[config.mk]
export PLATFORM = sky130hd
export DESIGN_NAME = order_fifo
export DESIGN_NICKNAME = d
export VERILOG_FILES = /design/src/logic/fabric_pkg.sv /design/src/logic/order_fifo.sv
export SDC_FILE = /design/constraint.sdc
export NUM_CORES = 1
export LEC_CHECK = 0
export ABC_AREA = 1
export BUFFER_PORTS_ARGS = -buffer_cell sky130_fd_sc_hd__buf_4
export CAP_MARGIN = 20
export CORE_MARGIN = 2
export CORE_UTILIZATION = 58
export CTS_CLUSTER_SIZE = 30
export DETAILED_ROUTE_END_ITERATION = 8
export PLACE_DENSITY_LB_ADDON = 0.25
export SYNTH_ARGS = -nofsm -noshare
export SYNTH_HDL_FRONTEND = slang
export SYNTH_SLANG_ARGS = --single-unit
[constraint.sdc]
create_clock -name mig_clk -period 2.1 [get_ports mig_clk]
set_input_delay 0.525 -clock mig_clk [delete_from_list [all_inputs] [get_ports mig_clk]]
set_output_delay 0.525 -clock mig_clk [all_outputs]
set_load 0.005 [all_outputs]
[src/logic/fabric_pkg.sv]
// memory fabric types and address map
`default_nettype none

package fabric_pkg;

   localparam int ADDR_W = 32;
   localparam int DATA_W = 64;
   localparam int STRB_W = DATA_W / 8;

   // region base addresses
   localparam logic [ADDR_W-1:0] BRAM_BASE = 32'h0000_0000;
   localparam logic [ADDR_W-1:0] DRAM_BASE = 32'h4000_0000;

   typedef enum logic {
      OP_READ,
      OP_WRITE
   } mem_op_e;

   typedef enum logic {
      RESP_OKAY,
      RESP_DECERR
   } resp_status_e;

   // which bank owns a request
   typedef enum logic [1:0] {
      TGT_BRAM,
      TGT_DRAM,
      TGT_NONE
   } mem_target_e;

   typedef struct packed {
      mem_op_e             op;
      logic [ADDR_W-1:0]   addr;
      logic [DATA_W-1:0]   wdata;
      logic [STRB_W-1:0]   strb;     // one bit per byte lane
   } mem_req_t;

   typedef struct packed {
      resp_status_e        status;
      logic [DATA_W-1:0]   rdata;    // zero for writes and errors
   } mem_resp_t;

endpackage

`default_nettype wire

[src/logic/order_fifo.sv]
// in-order target FIFO
`timescale 1ns/100ps
`default_nettype none

module order_fifo #(
   parameter int DEPTH = 8
) (
   input  wire logic                    mig_clk,
   input  wire logic                    rst_n_i,
   input  wire logic                    push_i,
   input  wire fabric_pkg::mem_target_e target_i,
   output logic                         full_o,
   input  wire logic                    pop_i,
   output fabric_pkg::mem_target_e      head_o,
   output logic                         empty_o
);
   import fabric_pkg::*;

   localparam int PTR_W = (DEPTH > 1) ? $clog2(DEPTH) : 1;
   localparam int CNT_W = $clog2(DEPTH + 1);

   mem_target_e      slots [DEPTH];
   logic [PTR_W-1:0] wr_ptr;
   logic [PTR_W-1:0] rd_ptr;
   logic [CNT_W-1:0] count;
   logic             do_push;
   logic             do_pop;

   function automatic logic [PTR_W-1:0] step(input logic [PTR_W-1:0] p);
      return (p == PTR_W'(DEPTH - 1)) ? '0 : p + 1'b1;
   endfunction

   assign full_o  = (count == CNT_W'(DEPTH));
   assign empty_o = (count == '0);
   assign do_push = push_i && !full_o;
   assign do_pop  = pop_i && !empty_o;
   assign head_o  = slots[rd_ptr];   // valid only when not empty

   always_ff @(posedge mig_clk) begin
      if (do_push) begin
         slots[wr_ptr] <= target_i;
      end
   end

   always_ff @(posedge mig_clk) begin
      if (!rst_n_i) begin
         wr_ptr <= '0;
         rd_ptr <= '0;
         count  <= '0;
      end else begin
         if (do_push) wr_ptr <= step(wr_ptr);
         if (do_pop) rd_ptr <= step(rd_ptr);
         count <= count + CNT_W'(do_push) - CNT_W'(do_pop);
      end
   end

endmodule

`default_nettype wire

======== Word-level counts from Yosys, hierarchy flattened ========
Memories as Yosys holds them, arrays and structs flattened. A register that Yosys moved wholly into a read port is not among the register bits.
Cells that the tools add are included.
W data, S select, Z words.
cells by class
  add/sub/neg operators ................... 4
  eq/ne operators ......................... 3
  muxes and demuxes ....................... 6
  reduce and logical (&&, ||, !) cells .... 5
operators with widths
  cell                   count
  $mux W3                4
  $add A3 B1 Y3 const B  2
  $eq A3 B3 Y1 const B   2
  $add A4 B1 Y4          1
  $eq A4 B4 Y1 const B   1
  $logic_not A4 Y1       1
  $sub A4 B1 Y4          1
  $logic_and A1 B1 Y1    2
  $logic_not A1 Y1       2
  $mux W1                2
storage, ports and cells
  bits in registers ....................... 10
  bits in writable memories ............... 16
  word-level logic and storage cells ...... 22
  memories ................................ 1
memory list
  memory  depth  width  read ports  clocked after memory_dff  write ports  RTL line          source
  slots   8      2      1           1                         1            order_fifo.sv:22  mem_target_e slots [DEPTH];

======== Logic depth before layout (Yosys ltp) ========
  depth after elaboration ................. 5
  gate-level depth with buffers ........... 13
  depth with buffers taken out ............ 13

======== Worst setup path after synthesis ========
Ideal clock, no wire load.
  path kind ............................... flip-flop to flip-flop
  from .................................... register count[2]
  to ...................................... register count[2]
  setup time .............................. 0.114 ns
  arrival time ............................ 1.823 ns
  data required time ...................... 1.986 ns
  path slack .............................. 0.163 ns
  stages on the path, launching flop included .. 12
  path buffers ............................ 0
  cells stage by stage .................... dfxtp_1 -> inv_1 -> ha_1 -> nand3_4 -> nand2_4 -> ha_1 -> inv_1 -> ha_1 -> inv_1 -> fa_1 -> xor2_1 -> nor2_1
between the ends
  cells in the longest elaborated chain, start to end .. 5
  elaborated cells between the ends (all ways) .. 8
  classes of those cells .................. add/sub (2); eq/ne (1); reduce/logical (5)
ends and longest elaborated chain
  element                 RTL line          source
  from (decl)             order_fifo.sv:25  logic [CNT_W-1:0] count;
  from (signal assigned)  order_fifo.sv:53  count <= count + CNT_W'(do_push) - CNT_W'(do_pop);
  $eq A4 B4 Y1            order_fifo.sv:33  assign full_o = (count == CNT_W'(DEPTH));
  $logic_not A1 Y1        order_fifo.sv:35  assign do_push = push_i && !full_o;
  $logic_and A1 B1 Y1     order_fifo.sv:35
  $add A4 B1 Y4           order_fifo.sv:53
  $sub A4 B1 Y4 *         order_fifo.sv:53
Mark *: on every way between the ends. The rest lies on a longest branch, timed or not.
A chain may end at the register's enable or synchronous reset.

======== Final worst setup path ========
  from .................................... register count[2]
  to ...................................... register count[1]
Same word-level chain as after synthesis.

==> impl_metrics.toml <==
[timing]
fin_crit_sh_pct = 96.4
timing.slew.headroom_pct = 74.2
finalSetupViolations = 0
clock_skew_ns = 0.0156
max_freq_mhz = 494
hold_violations = 0
period_needed_ns = 2.02
setup_ws_ns = 0.0760
worst_slew_pin_slew_ns = 0.386
slew_viol_final = 0

[floorplanning]
core_sq_mm = 0.00245
pin_count = 10
die_w_um = 54.5
rows = 18
initial_core_util_pct = 60.3
die_h_um = 54.5
dieArea_sq_mm = 0.00297

[yosys]
yosys_register_bits = 29
syn_area_sq_mm = 0.00148
ys_top_cells_by_area = "edfxtp_1, dfxtp_1, nand2_1"
ys_warn_count = 0
synth_nets = 188
synth_cell_type_count = 19
synthCells = 171
synth_top_area_share_pct = 32.5
seq_area_frac_synth_pct = 50.0
avgSynthCellArea_sq_um = 8.66
synth_top_cell_by_area = "edfxtp_1"

[clock_network]
clk_pin_slew_ns = 0.10
cts_buffers = 5
htree_num_levels = 2
clock-sinks = 29
cts_max_path_buffers = 2
cts_tree = "yes"
cts_hold_buffers = 0
cts_root_buf = "clkbuf_4"
clkLatencyLatePin_ns = 0.33

[cells_and_area]
nets = 203
drive_gt1_share_pct = 16.6
nFillCells = 194
antenna_cells = 0
syn2layout_area_growth_pct = 11.2
fin_util_pct = 67.0
instances_no_fill = 217

[place]
dp_hpwl_mm = 1.92
gp_congestion = 0.732
pre_cts_ws_ns = 0.0654
place_inst = 207
io_buffer_count = 9

[drt]
via_per_inst = 5.07
drt-initial-drc-count = 50
routed_wl_mm = 2.66
drt-wirelength-per-cell_um = 12.3
dr.pass1.iters = 4
vias = 1100
ant_nets = 0
drc = 0

[power_and_ir_drop]
max-vdd-ir-drop_v = 0.000936
leakage_nw = 0.801
cellPowerDensity_mw_per_mm2 = 1170

[global_route]
grt_pass1_wl_mm = 4.11
grt_pass1_vias = 1019
grt_antenna_before_repair = 0
grt_usage_pct = 20.6
gr-total-overflow = 0
grt_max_degree = 10

[worst_setup_path]
cp-start-kind = "register"
critPathMostFrequentCell = "ha_1"
crit_start = "count[2]"
path_cells = "inv_2, ha_1, nand3_4, nand2_4, ha_1, inv_1, ha_1, inv_1, fa_2, nor2_1"
r2r_start = "count[2]"
end_kind = "register"
worst_ep_required_time_ns = 2.34
reg2reg_to = "count[1]"
arrival_ns = 2.26
reg2regPathDepth = 10
critPathSlowestCell = "fa_2"
slowest_delay_ns = 0.52
cp_max_fo = 9
cp-endpoint = "count[1]"
ff2ff_setup_slack_ns = 0.08
path_class = "register to register"

[job]
maxCapViolations = 0

[min_path]
hold_path.class = "primary input to register"

[status]
status = "complete, no violations"
==> cells in the final DEF (no fill, tap or decap) <==
cell type,Yosys,final
xor2_1,1,1
fa_2,0,1
dfxtp_1,13,12
nand3_4,2,2
dfxtp_2,0,1
nand2_2,2,2
ha_1,10,9
ha_2,0,1
buf_4,0,11
nand2_4,1,1
clkbuf_8,0,1
inv_6,1,1
clkinv_1,0,1
inv_2,2,4
inv_1,36,34
nor3_1,8,8
edfxtp_1,16,16
clkbuf_4,0,5
or2_1,2,2
clkinv_2,0,1
nand3_1,15,15
nand2_1,40,40
a21oi_1,7,7
nor2_1,11,11
==> area by class of cell <==
| class | count | area [sq um] | share of cell area [%] |
|---|---|---|---|
| clock buffers | 6 | 51.3 | 3.12 |
| clock inverters | 2 | 8.76 | 0.532 |
| inverters | 39 | 151 | 9.20 |
| multi-input cells | 100 | 572 | 34.8 |
| flip-flops and latches | 29 | 742 | 45.1 |
| well taps | 30 | 37.5 | 2.28 |
| repair buffers | 11 | 82.6 | 5.02 |
==> report_power, final <==
part | total [mW] | internal, mW | leakage, nW | switching (mW)
Clock | 0.342 | 0.157 | 0.0357 | 0.185
Combinational | 0.782 | 0.338 | 0.512 | 0.444
Sequential | 0.800 | 0.706 | 0.253 | 0.0944
Total | 1.92 | 1.20 | 0.801 | 0.724
==> metal layers <==
layer	wire, um	vias to the layer above	GRT usage [%]	share of wire, %
met5	0	-	0	0
met4	34	0	12.5	1.3
met3	100	5	4.92	3.8
met2	1390	27	37.1	52
met1	1140	501	21.4	43
li1	-	567	-	-
==> per-stage QoR <==
| step | setup TNS (ns) | total power [mW] | hold slack (ns) | area (sq um) |
|---|---|---|---|---|
| 6_report | 0 | 1.92 | 0.429 | 1650 |
| 3_3_place_gp | 0 | 1.50 | 0.521 | 1560 |
| 2_1_floorplan | 0 | 1.34 | 0.483 | 1480 |
| 5_1_grt | -0.0398 | 2.07 | 0.423 | 1650 |
| 3_5_place_dp | 0 | 1.54 | 0.529 | 1560 |
| 4_1_cts | 0 | 1.88 | 0.423 | 1620 |
==> logic make-up after synthesis <==
family | synth area share [%]
adders and majority gates | 9.81
and+or+nand+nor | 25.5
DFF | 50.0
AOI/OAI and AO/OA | 2.37
buffers and inverters | 11.7
xor gates and xnor gates | 0.592
==> critical path, delay by kind of cell (launching register included) <==
kind	cells	cell delay, ns
adder cells (fa/ha/maj)	4	1.20
flip-flops	1	0.33
AND/OR/NAND/NOR	3	0.22
buffers and inverters	3	0.18
==> synth_stat cells <==
library cell  number
nand2_1           40
inv_1             36
edfxtp_1          16
nand3_1           15
dfxtp_1           13
nor2_1            11
ha_1              10
nor3_1             8
a21oi_1            7
buf_2              2
inv_2              2
nand2_2            2
nand3_4            2
or2_1              2
buf_6              1
fa_1               1
inv_6              1
nand2_4            1
xor2_1             1
==> worst min path at each step <==
stage | startpoint | end | cells past startpoint
after detailed placement | rd_ptr[1] | register | 2
after CTS | target_i[1] | slots[2][1] | 1
final | target_i[1] | slots[2][1] | 1
after global placement | rd_ptr[1] | rd_ptr[1] | 2
after floorplan | rd_ptr[1] | register | 2
after global routing | target_i[1] | slots[2][1] | 1
==> repair_timing <==
action	4_1_cts	5_1_grt
buffers inserted	0	2
resized for setup	0	5
endpoints found under the setup margin	0	2
endpoints found under the hold margin	0	0
(Power assumes the default switching activity.)
