==> src/logic/fabric_pkg.sv <==
// memory fabric types and address map
`default_nettype none

package fabric_pkg;

   localparam int ADDR_W = 32;
   localparam int DATA_W = 64;
   localparam int STRB_W = DATA_W / 8;

   // region base addresses
   localparam logic [ADDR_W-1:0] BRAM_BASE = 32'h0000_0000;
   localparam logic [ADDR_W-1:0] DRAM_BASE = 32'h4000_0000;

   typedef enum logic {
      OP_READ,
      OP_WRITE
   } mem_op_e;

   typedef enum logic {
      RESP_OKAY,
      RESP_DECERR
   } resp_status_e;

   // which bank owns a request
   typedef enum logic [1:0] {
      TGT_BRAM,
      TGT_DRAM,
      TGT_NONE
   } mem_target_e;

   typedef struct packed {
      mem_op_e             op;
      logic [ADDR_W-1:0]   addr;
      logic [DATA_W-1:0]   wdata;
      logic [STRB_W-1:0]   strb;     // one bit per byte lane
   } mem_req_t;

   typedef struct packed {
      resp_status_e        status;
      logic [DATA_W-1:0]   rdata;    // zero for writes and errors
   } mem_resp_t;

endpackage

`default_nettype wire

==> src/logic/req_router.sv <==
// address decoder and in-order response mux
`timescale 1ns/100ps
`default_nettype none

module req_router #(
   parameter int BRAM_WORDS = 256,
   parameter int DRAM_WORDS = 1024
) (
   input  wire logic                    mig_clk,
   input  wire logic                    rst_n_i,
   input  wire fabric_pkg::mem_req_t    req_i,
   input  wire logic                    req_valid_i,
   output logic                         req_ready_o,
   output fabric_pkg::mem_resp_t        resp_o,
   output logic                         resp_valid_o,
   input  wire logic                    resp_ready_i,
   output fabric_pkg::mem_req_t         bram_req_o,
   output logic                         bram_req_valid_o,
   input  wire logic                    bram_req_ready_i,
   input  wire fabric_pkg::mem_resp_t   bram_resp_i,
   input  wire logic                    bram_resp_valid_i,
   output logic                         bram_resp_ready_o,
   output fabric_pkg::mem_req_t         dram_req_o,
   output logic                         dram_req_valid_o,
   input  wire logic                    dram_req_ready_i,
   input  wire fabric_pkg::mem_resp_t   dram_resp_i,
   input  wire logic                    dram_resp_valid_i,
   output logic                         dram_resp_ready_o,
   output logic                         ord_push_o,
   output fabric_pkg::mem_target_e      ord_target_o,
   input  wire logic                    ord_full_i,
   output logic                         ord_pop_o,
   input  wire fabric_pkg::mem_target_e ord_head_i,
   input  wire logic                    ord_empty_i
);
   import fabric_pkg::*;

   // region limits carry an extra bit so the top of the space cannot wrap
   localparam logic [ADDR_W:0] BRAM_END = {1'b0, BRAM_BASE} + (ADDR_W+1)'(BRAM_WORDS * 8);
   localparam logic [ADDR_W:0] DRAM_END = {1'b0, DRAM_BASE} + (ADDR_W+1)'(DRAM_WORDS * 8);

   logic [ADDR_W:0] addr_x;
   logic            en_q;        // request port opens one cycle after reset
   logic            fwd_ok;
   mem_target_e     tgt;
   logic            tgt_ready;

   always_ff @(posedge mig_clk) begin
      if (!rst_n_i) begin
         en_q <= 1'b0;
      end else begin
         en_q <= 1'b1;
      end
   end

   assign addr_x = {1'b0, req_i.addr};

   always_comb begin
      if (addr_x >= {1'b0, BRAM_BASE} && addr_x < BRAM_END) begin
         tgt = TGT_BRAM;
      end else if (addr_x >= {1'b0, DRAM_BASE} && addr_x < DRAM_END) begin
         tgt = TGT_DRAM;
      end else begin
         tgt = TGT_NONE;
      end
      case (tgt)
         TGT_BRAM: tgt_ready = bram_req_ready_i;
         TGT_DRAM: tgt_ready = dram_req_ready_i;
         default:  tgt_ready = 1'b1;   // decode error needs only a FIFO slot
      endcase
   end

   assign fwd_ok           = req_valid_i && en_q && !ord_full_i;
   assign req_ready_o      = en_q && !ord_full_i && tgt_ready;
   assign bram_req_o       = req_i;
   assign dram_req_o       = req_i;
   assign bram_req_valid_o = fwd_ok && (tgt == TGT_BRAM);
   assign dram_req_valid_o = fwd_ok && (tgt == TGT_DRAM);
   assign ord_push_o       = req_valid_i && req_ready_o;
   assign ord_target_o     = tgt;

   // head of the order FIFO picks the response source
   always_comb begin
      resp_o            = '0;
      resp_valid_o      = 1'b0;
      bram_resp_ready_o = 1'b0;
      dram_resp_ready_o = 1'b0;
      if (!ord_empty_i) begin
         case (ord_head_i)
            TGT_BRAM: begin
               resp_o            = bram_resp_i;
               resp_valid_o      = bram_resp_valid_i;
               bram_resp_ready_o = resp_ready_i;
            end
            TGT_DRAM: begin
               resp_o            = dram_resp_i;
               resp_valid_o      = dram_resp_valid_i;
               dram_resp_ready_o = resp_ready_i;
            end
            default: begin
               resp_o       = '{status: RESP_DECERR, rdata: '0};
               resp_valid_o = 1'b1;
            end
         endcase
      end
   end

   assign ord_pop_o = resp_valid_o && resp_ready_i;

endmodule

`default_nettype wire

==> config.mk <==
export PLATFORM = sky130hd
export DESIGN_NAME = req_router
export DESIGN_NICKNAME = d
export VERILOG_FILES = /design/src/logic/fabric_pkg.sv /design/src/logic/req_router.sv
export SDC_FILE = /design/constraint.sdc
export NUM_CORES = 1
export LEC_CHECK = 0
export ABC_AREA = 1
export BUFFER_PORTS_ARGS = -buffer_cell sky130_fd_sc_hd__buf_2
export CAP_MARGIN = 40
export CORE_AREA = 2 2 209 211
export DETAILED_ROUTE_END_ITERATION = 12
export DIE_AREA = 0 0 211 213
export GPL_TIMING_DRIVEN = 0
export PLACE_DENSITY = 0.4
export RECOVER_POWER = 50
export SKIP_CTS_REPAIR_TIMING = 1
export SLEW_MARGIN = 20
export SYNTH_ARGS = -nofsm -noshare
export SYNTH_HDL_FRONTEND = slang
export SYNTH_SLANG_ARGS = --single-unit
==> constraint.sdc <==
create_clock -name mig_clk -period 1.29 [get_ports mig_clk]
set_input_delay 0.258 -clock mig_clk [delete_from_list [all_inputs] [get_ports mig_clk]]
set_output_delay 0.258 -clock mig_clk [all_outputs]
set_load 0.02 [all_outputs]
# ---- Word level (Yosys, flattened, before mapping)
# Index checks and enable logic that the tools add are counted.
dict set report totals {
  wordCells 32
  output_inout_bits 285
  ff_bits 1
  in_bits 247
}
dict set report classes {
  muxes 12
  eq_ne 2
  n_lt_le_gt_ge 4
  reduce_logical 13
}
# operator count
set op_table {}
lappend op_table {{$pmux 65 s2} 1}
lappend op_table {{$mux 65} 1}
lappend op_table {{$ge 32x1->1 const B} 1}
lappend op_table {{$ge 32x31->1 const B} 1}
lappend op_table {{$lt 32x12->1 const B} 1}
lappend op_table {{$lt 32x31->1 const B} 1}
lappend op_table {{$logic_and 1x1->1} 10}
lappend op_table {{$mux 1} 6}
lappend op_table {{$eq 2x1->1 const B} 2}
lappend op_table {{$logic_not 2->1} 2}
lappend op_table {{$mux 2} 2}
lappend op_table {{$pmux 1 s2} 2}
lappend op_table {{$logic_not 1->1} 1}

# ---- Depth between registers and ports, before layout
# Gate-level depths: netlist of run 1.
dict set report logic_depth {
  ltp_word 8
  depth_mapped 8
  ltp_nobuf 8
}

# ---- Least setup slack after synthesis of run 1
# Ideal clock, no wire load.
dict set report synth_timing {
  path_type {input port to output port}
  start {input ord_empty_i}
  end {output ord_pop_o}
  path_buffers 2
  setup_slack_ps -245
  stages 3
  arrival_time_ps 1277
  t_required_ps 1032
  cell_sequence {buf_2 > buf_2 > nor4_1}
}
dict set report synth_via {
  elab_chain_len 2
}
# element line_no
set synth_rtl {}
lappend synth_rtl {{start: declaration} req_router.sv:34} ;# input wire logic ord_empty_i
lappend synth_rtl {{$mux 1} req_router.sv:88} ;# if (!ord_empty_i) begin
lappend synth_rtl {{$logic_and 1x1->1} req_router.sv:108} ;# assign ord_pop_o = resp_valid_o && resp_ready_i;
lappend synth_rtl {{end: declaration} req_router.sv:32} ;# output logic ord_pop_o,
# No other way between the ends.

==> results of run 1 <==
[area by class of cell]
cell class                      count  area share
Sequential cell                     1     0.00278
Multi-Input combinational cell    237       0.233
Inverter                            9     0.00609
Tap cell                          546      0.0949
Timing Repair Buffer              467       0.401
Buffer                            232       0.262
[worst paths after layout]
check	startpoint	end	slack, ns	cells past startpoint
min	rst_n_i	en_q	0.37	1
max	ord_head_i[0]	resp_o[20]	-0.24	7
[logic make-up (layout without fill, tap and decap cells)]
logic type	count (synthesis)	after routing	synth area share
flops	1	1	0.00723
simple gates	172	172	0.245
compound gates	65	65	0.118
buf+inv	241	708	0.630
[placed cells by master (no fill, tap or decap), drive strengths merged]
cell / count
a21oi: 64
buf: 583
nand3: 2
dfxtp: 1
nor4: 2
inv: 9
a31oi: 1
nor3: 6
clkbuf: 116
nor2: 24
nand3b: 1
nand2: 136
nand4: 1
[power groups by stage]
stage / Combinational, mW / Clock [mW] / Sequential [mW]
6_report: 2.59 / 0 / 0.0343
3_5_place_dp: 2.19 / 0 / 0.0344
5_1_grt: 2.77 / 0 / 0.0345
3_3_place_gp: 2.18 / 0 / 0.0343
4_1_cts: 2.19 / 0 / 0.0344
2_1_floorplan: 1.38 / 0 / 0.0339
[per-layer routing]
layer | vias to the layer above | wire [um]
met1 | 1934 | 6160
met4 | 0 | 435
met3 | 18 | 1320
met5 | - | 0
li1 | 2226 | -
met2 | 279 | 9990
[per-stage QoR]
step / hold slack, ns / setup TNS, ns / std cells / power, mW
floorplan: 0.286 / -0.583 / 479 / 1.42
global placement: 0.363 / -27.79 / 1471 / 2.22
detailed placement: 0.367 / -26.90 / 1473 / 2.22
CTS: 0.367 / -27.23 / 1473 / 2.23
global route: 0.375 / -19.28 / 1492 / 2.80
finish: 0.366 / -14.31 / 1492 / 2.63
==> results.yml, run 1 <==
run_status:
  status: "finished with violations"
  violations: "setup timing"
routing:
  vias: 4457
  dr.pass1.iters: 4
  drt_iter0_drc: 73
  drc: 0
  wl_um: 17900
  antenna_left: 0
  wl_per_cell_um: 12.0
  vias_per_cell: 2.99
pwr:
  clkPwrFrac: 0
  seq_power_share: 0.013
  p_sw_mw: 1.35
  swShare: 0.512
  peakVddDrop_uv: 177
  p_int_mw: 1.28
  power.density_nw_per_um2: 365
  pwr-share-comb: 0.987
  leakagePower_nw: 3.49
sta:
  hold_violations: 0
  rsz0062_at_grt: "true"
  max_freq_ghz: 0.652
  drv_slew: 0
  setup_viol: 75
  min_period_ns: 1.53
  slew_headroom: 0.730
  worst-slew-pin-transition_ns: 0.406
  finalCritPeriodShare: 1.19
  worst_slack_ns: -0.244
worst_setup_path:
  cp_top_family: "buffers and inverters"
  crit_path_frequent_cell: "buf_8"
  cp.required_ns: 1.03
  critical_path.max_stage_delay_ns: 0.19
  crit_slowest_cell: "nor2_4"
  endpoint_kind: "output port"
  cp_cell_sequence: "buf_8 -> nor2_4 -> buf_12 -> buf_8 -> nand2_1 -> a21oi_4 -> buf_6"
  arrival_ns: 1.28
  crit_buf_inv: 4
  path_class: "in -> out"
  cp_max_fo: 7
  critPathLaunchType: "primary input"
global_routing:
  grt_start_max_net_pins: 11
  track_usage: 0.0620
  busiest_layer: "met2"
  grt_antenna_before_repair: 0
  grt_pass1_vias: 3962
  grt_pass1_wl_um: 21800
  gr-usage-met3: 0.00824
  met2_usage: 0.131
  grt_overflow: 0
  met1_usage: 0.0659
place:
  hpwlAfterDp_um: 15100
  gp_congestion: 0.782
  dpl_cell_area_um2: 5890
  pre_cts_ws_ns: -0.476
  port_buffers: 446
floorplanning:
  dieHeight_um: 213
  rows: 76
  io-pin-count: 532
  die_x_um: 211
  dieArea_um2: 44900
  initial_core_util: 0.0649
  coreArea_um2: 42700
final_layout:
  nFillCells: 4940
  areaGrowthSynthToFinish_pct: 160
  largest_register: "en_q"
  final-seq-area_um2: 20.0
  largest_reg_flops: 1
  diodes: 0
  reg_top3: "en_q x1"
  utilization: 0.169
  final_nets: 1195
  final_area_um2: 7200
  multiInputGateArea_um2: 1680
  drive_gt1_frac: 0.779
yosys:
  netlist_instances: 479
  synth-edff-count: 0
  synth_top_area_cell: "buf_4"
  synth_nets: 726
  synth_top_area_frac: 0.602
  ys_top_cells_by_count: "buf_4, nand2_1, a21oi_1"
  synthTopCellsByArea: "buf_4, nand2_1, a21oi_1"
  yosysMostFrequentCell: "buf_4"
  synth-seq-area-share: 0.00723
  ys_types: 16
  synth_seq_cells: 1
  yosys_warnings: 0
  syn_area_um2: 2770
  async_flop_share: 0
  avgSynthCellArea_um2: 5.78
  synth_flop_cell: "dfxtp_1"
min_path:
  min_path_type: "in -> reg"
cts:
  clk_pin_slew_worst_paths_ns: 0
job:
  maxCapViolCount: 0
No activity file was read; power rests on OpenSTA's default activity.
==> run 2, diff against run 1 <==
ABC_AREA = 0   (was 1)
CORE_AREA = 2 2 204 206   (was 2 2 209 211)
DIE_AREA = 0 0 206 208   (was 0 0 211 213)
PLACE_DENSITY = 0.41   (was 0.4)
==> results.yml, run 2 <==
run_status:
  status: "finished with violations"
  violations: "setup timing"
pwr:
  leakagePower_nw: 3.63
  power.density_nw_per_um2: 383
  power_mw: 2.94
  peakVddDrop_uv: 167
min_path:
  min_path_type: "in -> reg"
place:
  hpwlAfterDp_um: 15900
  gp_congestion: 0.854
  port_buffers: 446
  dp.cells: 1363
  pre_cts_ws_ns: -0.561
  dpl_cell_area_um2: 6050
floorplanning:
  rows: 74
  dieArea_um2: 42800
  initial_core_util: 0.0688
  coreArea_um2: 40600
  io-pin-count: 532
  dieHeight_um: 208
  die_x_um: 206
yosys:
  yosysMostFrequentCell: "buf_4"
  syn_area_um2: 2790
  synth_nets: 632
  ys_types: 25
  synth-edff-count: 0
  yosys_warnings: 0
  synth_top_area_cell: "buf_4"
  synth_seq_cells: 1
  synth_top_area_frac: 0.567
  async_flop_share: 0
  synth-seq-area-share: 0.00717
  ys_top_cells_by_count: "buf_4, nor2_1, mux2i_1"
  avgSynthCellArea_um2: 7.25
  synth_flop_cell: "dfxtp_1"
  synthTopCellsByArea: "buf_4, mux2i_1, nor2_1"
  netlist_instances: 385
final_layout:
  final_area_um2: 7660
  nFillCells: 4514
  instances_no_fill: 1389
  multiInputGateArea_um2: 2080
  final_common_cell: "buf_2"
  areaGrowthSynthToFinish_pct: 174
  diodes: 0
  final-seq-area_um2: 20.0
  reg_top3: "en_q x1"
  drive_gt1_frac: 0.835
  final_nets: 1106
  largest_register: "en_q"
  largest_reg_flops: 1
  final_cell_mix: "buf_2, buf_4, clkbuf_1, buf_6, nor2_4"
global_routing:
  track_usage: 0.0677
  grt_pass1_vias: 3913
  grt_pass1_wl_um: 22000
  grt_overflow: 0
  grt_start_max_net_pins: 11
  grt_antenna_before_repair: 2
worst_setup_path:
  cp_max_fo: 3
  arrival_ns: 1.42
  critPathLaunchType: "primary input"
  cp_cell_sequence: "buf_12 -> nor4_4 -> nand4_1 -> buf_6 -> nor4_4 -> buf_4"
  crit_slowest_cell: "nor4_4"
  critical_path.max_stage_delay_ns: 0.29
  cp_top_family: "simple AND/OR/NAND/NOR gates"
  path_class: "in -> out"
  crit_path_frequent_cell: "nor4_4"
  endpoint_kind: "output port"
  cp.required_ns: 1.03
  crit_buf_inv: 3
cts:
  clk_pin_slew_worst_paths_ns: 0
routing:
  vias: 4197
  dr.pass1.iters: 3
  drt_iter0_drc: 39
  drc: 0
  vias_per_cell: 3.02
  wl_um: 19000
  antenna_left: 0
  wl_per_cell_um: 13.6
sta:
  slew_headroom: 0.759
  max_freq_ghz: 0.597
  min_period_ns: 1.67
  setup_viol: 69
  rsz0062_at_grt: "true"
  drv_slew: 0
  hold_violations: 0
  worst-slew-pin-transition_ns: 0.352
  worst_slack_ns: -0.384
  finalCritPeriodShare: 1.30
  fin_setup_tns_ns: -15.36
job:
  maxCapViolCount: 0
[run 2: changes by cell type after synthesis, moves of 7 or more]
cell / delta
inv_1: -7
mux2i_1: +66
buf_4: -11
nand2_1: -134
nor2_1: +47
a21oi_1: -62
[run 2: area by class of cell]
| class | instances | share of cell area |
|---|---|---|
| tap | 532 | 0.0869 |
| buffer | 225 | 0.244 |
| timing repair buffer | 472 | 0.394 |
| sequential | 1 | 0.00261 |
| inverter | 2 | 0.000980 |
| multi-input combinational | 157 | 0.272 |
[run 2: path summary, 6_finish.rpt]
path / end / from / cells past startpoint / slack (ns)
hold / removal: en_q / rst_n_i / 1 / 0.36
setup / recovery: bram_req_valid_o / req_i[93] / 6 / -0.38
[run 2: metrics by stage]
stage          hold WS, ns  utilization
3_5_place_dp         0.367        0.149
2_1_floorplan        0.286            -
6_report             0.364        0.189
5_1_grt              0.372        0.189
4_1_cts              0.367        0.149
3_3_place_gp         0.368        0.149
[run 2: cells by family after synthesis]
kind of cell / synth area share
AND/OR/NAND/NOR: 0.141
flip-flops: 0.00717
AO/OA/AOI/OAI: 0.0112
buffers and inverters: 0.604
multiplexers: 0.237
[run 2: routing by layer]
| metal | global-route usage | part of all wire |
|---|---|---|
| met5 | 0 | 0 |
| met4 | 0.0133 | 0.028 |
| met3 | 0.0117 | 0.099 |
| met2 | 0.159 | 0.59 |
| met1 | 0.0537 | 0.28 |
[run 2: report_power, final]
group          internal [mW]  switching, mW
logic                   1.45           1.46
registers             0.0333       0.000720
clock network              0              0
==> run 3, diff against run 2 <==
GPL_TIMING_DRIVEN = unset   (was 0)
PLACE_DENSITY = 0.42   (was 0.41)
clock period = 1.4 ns   (was 1.29 ns; I/O delays follow)
==> results.yml, run 3 (same netlist as run 2, synthesis figures left out) <==
pwr:
  p_sw_mw: 0.854
  seq_power_share: 0.018
  power.density_nw_per_um2: 322
  clkPwrFrac: 0
  p_int_mw: 0.881
  pwr-share-comb: 0.982
  swShare: 0.492
  leakagePower_nw: 2.15
  peakVddDrop_uv: 87.9
worst_setup_path:
  endpoint_kind: "output port"
  cp.required_ns: 1.12
  critPathLaunch: "req_i[87]"
  critPathLaunchType: "primary input"
  cp_cell_sequence: "buf_6 -> nor4_4 -> nand2_2 -> nor4_4 -> buf_4"
  crit_buf_inv: 2
  critical_path.max_stage_delay_ns: 0.32
  crit_slowest_cell: "nor4_4"
  cp_max_fo: 3
  arrival_ns: 1.33
  path_class: "in -> out"
  cp_top_family: "simple AND/OR/NAND/NOR gates"
  crit_path_frequent_cell: "nor4_4"
floorplanning:
  rows: 74
  initial_core_util: 0.0688
  io-pin-count: 532
  dieArea_um2: 42800
  die_x_um: 206
  coreArea_um2: 40600
  dieHeight_um: 208
place:
  dpl_cell_area_um2: 3630
  port_buffers: 279
  hpwlAfterDp_um: 9570
  gp_congestion: 0.799
final_layout:
  nFillCells: 4652
  final_common_cell: "buf_2"
  utilization: 0.133
  largest_register: "en_q"
  areaGrowthSynthToFinish_pct: 93.0
  reg_top3: "en_q x1"
  final_area_um2: 5390
  final_nets: 727
  final-seq-area_um2: 20.0
  drive_gt1_frac: 0.960
  largest_reg_flops: 1
  multiInputGateArea_um2: 2260
  diodes: 0
  final_cell_mix: "buf_2, buf_6, nor2_4, mux2i_4, buf_4"
min_path:
  worstHoldStart: "rst_n_i"
  min_path_type: "in -> reg"
global_routing:
  track_usage: 0.0426
  grt_pass1_wl_um: 14400
  grt_pass1_vias: 2409
  grt_overflow: 0
  grt_antenna_before_repair: 0
  grt_start_max_net_pins: 33
routing:
  vias_per_cell: 2.69
  vias: 2717
  drt_iter0_drc: 68
  dr.pass1.iters: 4
  wl_per_cell_um: 13.6
  wl_um: 13700
  antenna_left: 0
  drc: 0
sta:
  setup_viol: 32
  min_period_ns: 1.61
  worst_slack_ns: -0.212
  hold_violations: 0
  rsz0062_at_grt: "true"
  worst-slew-pin-transition_ns: 0.279
  slew_headroom: 0.808
  finalCritPeriodShare: 1.15
  fin_setup_tns_ns: -1.24
  drv_slew: 0
  max_freq_ghz: 0.620
job:
  maxCapViolCount: 0
run_status:
  violations: "setup timing"
  status: "finished with violations"
cts:
  clk_pin_slew_worst_paths_ns: 0
## run 3: changes by cell type in the layout (fill, tap and decap cells not counted), sizes merged
cell,previous run,this run
buf,582,310
clkbuf,115,7
or2,1,2
## run 3: area by class of cell
type	instances	area share
inverters	2	0.00139
multi-input cells	158	0.420
repair buffers	317	0.451
flip-flops and latches	1	0.00372
well taps	532	0.124
## run 3: final timing paths
| check | slack [ns] | cells past startpoint | to |
|---|---|---|---|
| max | -0.21 | 5 | bram_req_valid_o |
| min | 0.39 | 1 | en_q |
## run 3: power groups by stage
stage               combinational, mW  sequential, mW  clock, mW
global placement                 1.02          0.0320          0
finish                           1.70          0.0317          0
floorplan                        1.31          0.0312          0
CTS                              1.04          0.0319          0
global route                     1.79          0.0323          0
detailed placement               1.03          0.0319          0
## run 3: stage by stage
step	setup WS, ns	hold slack [ns]	power [mW]	instances
5_1_grt	-0.291	0.389	1.83	1010
6_report	-0.212	0.385	1.73	1010
3_5_place_dp	-0.360	0.388	1.07	999
4_1_cts	-0.363	0.389	1.07	999
3_3_place_gp	-0.353	0.383	1.06	999
2_1_floorplan	-0.0743	0.308	1.35	385
## run 3: metal layers
metal | part of all wire | track usage | routed length (um) | vias up
met1 | 0.37 | 0.0500 | 5040 | 1246
met3 | 0.10 | 0.0193 | 1400 | 51
li1 | - | - | - | 1228
met2 | 0.49 | 0.0649 | 6760 | 192
met4 | 0.039 | 0.0219 | 530 | 0
met5 | 0 | 0 | 0 | -
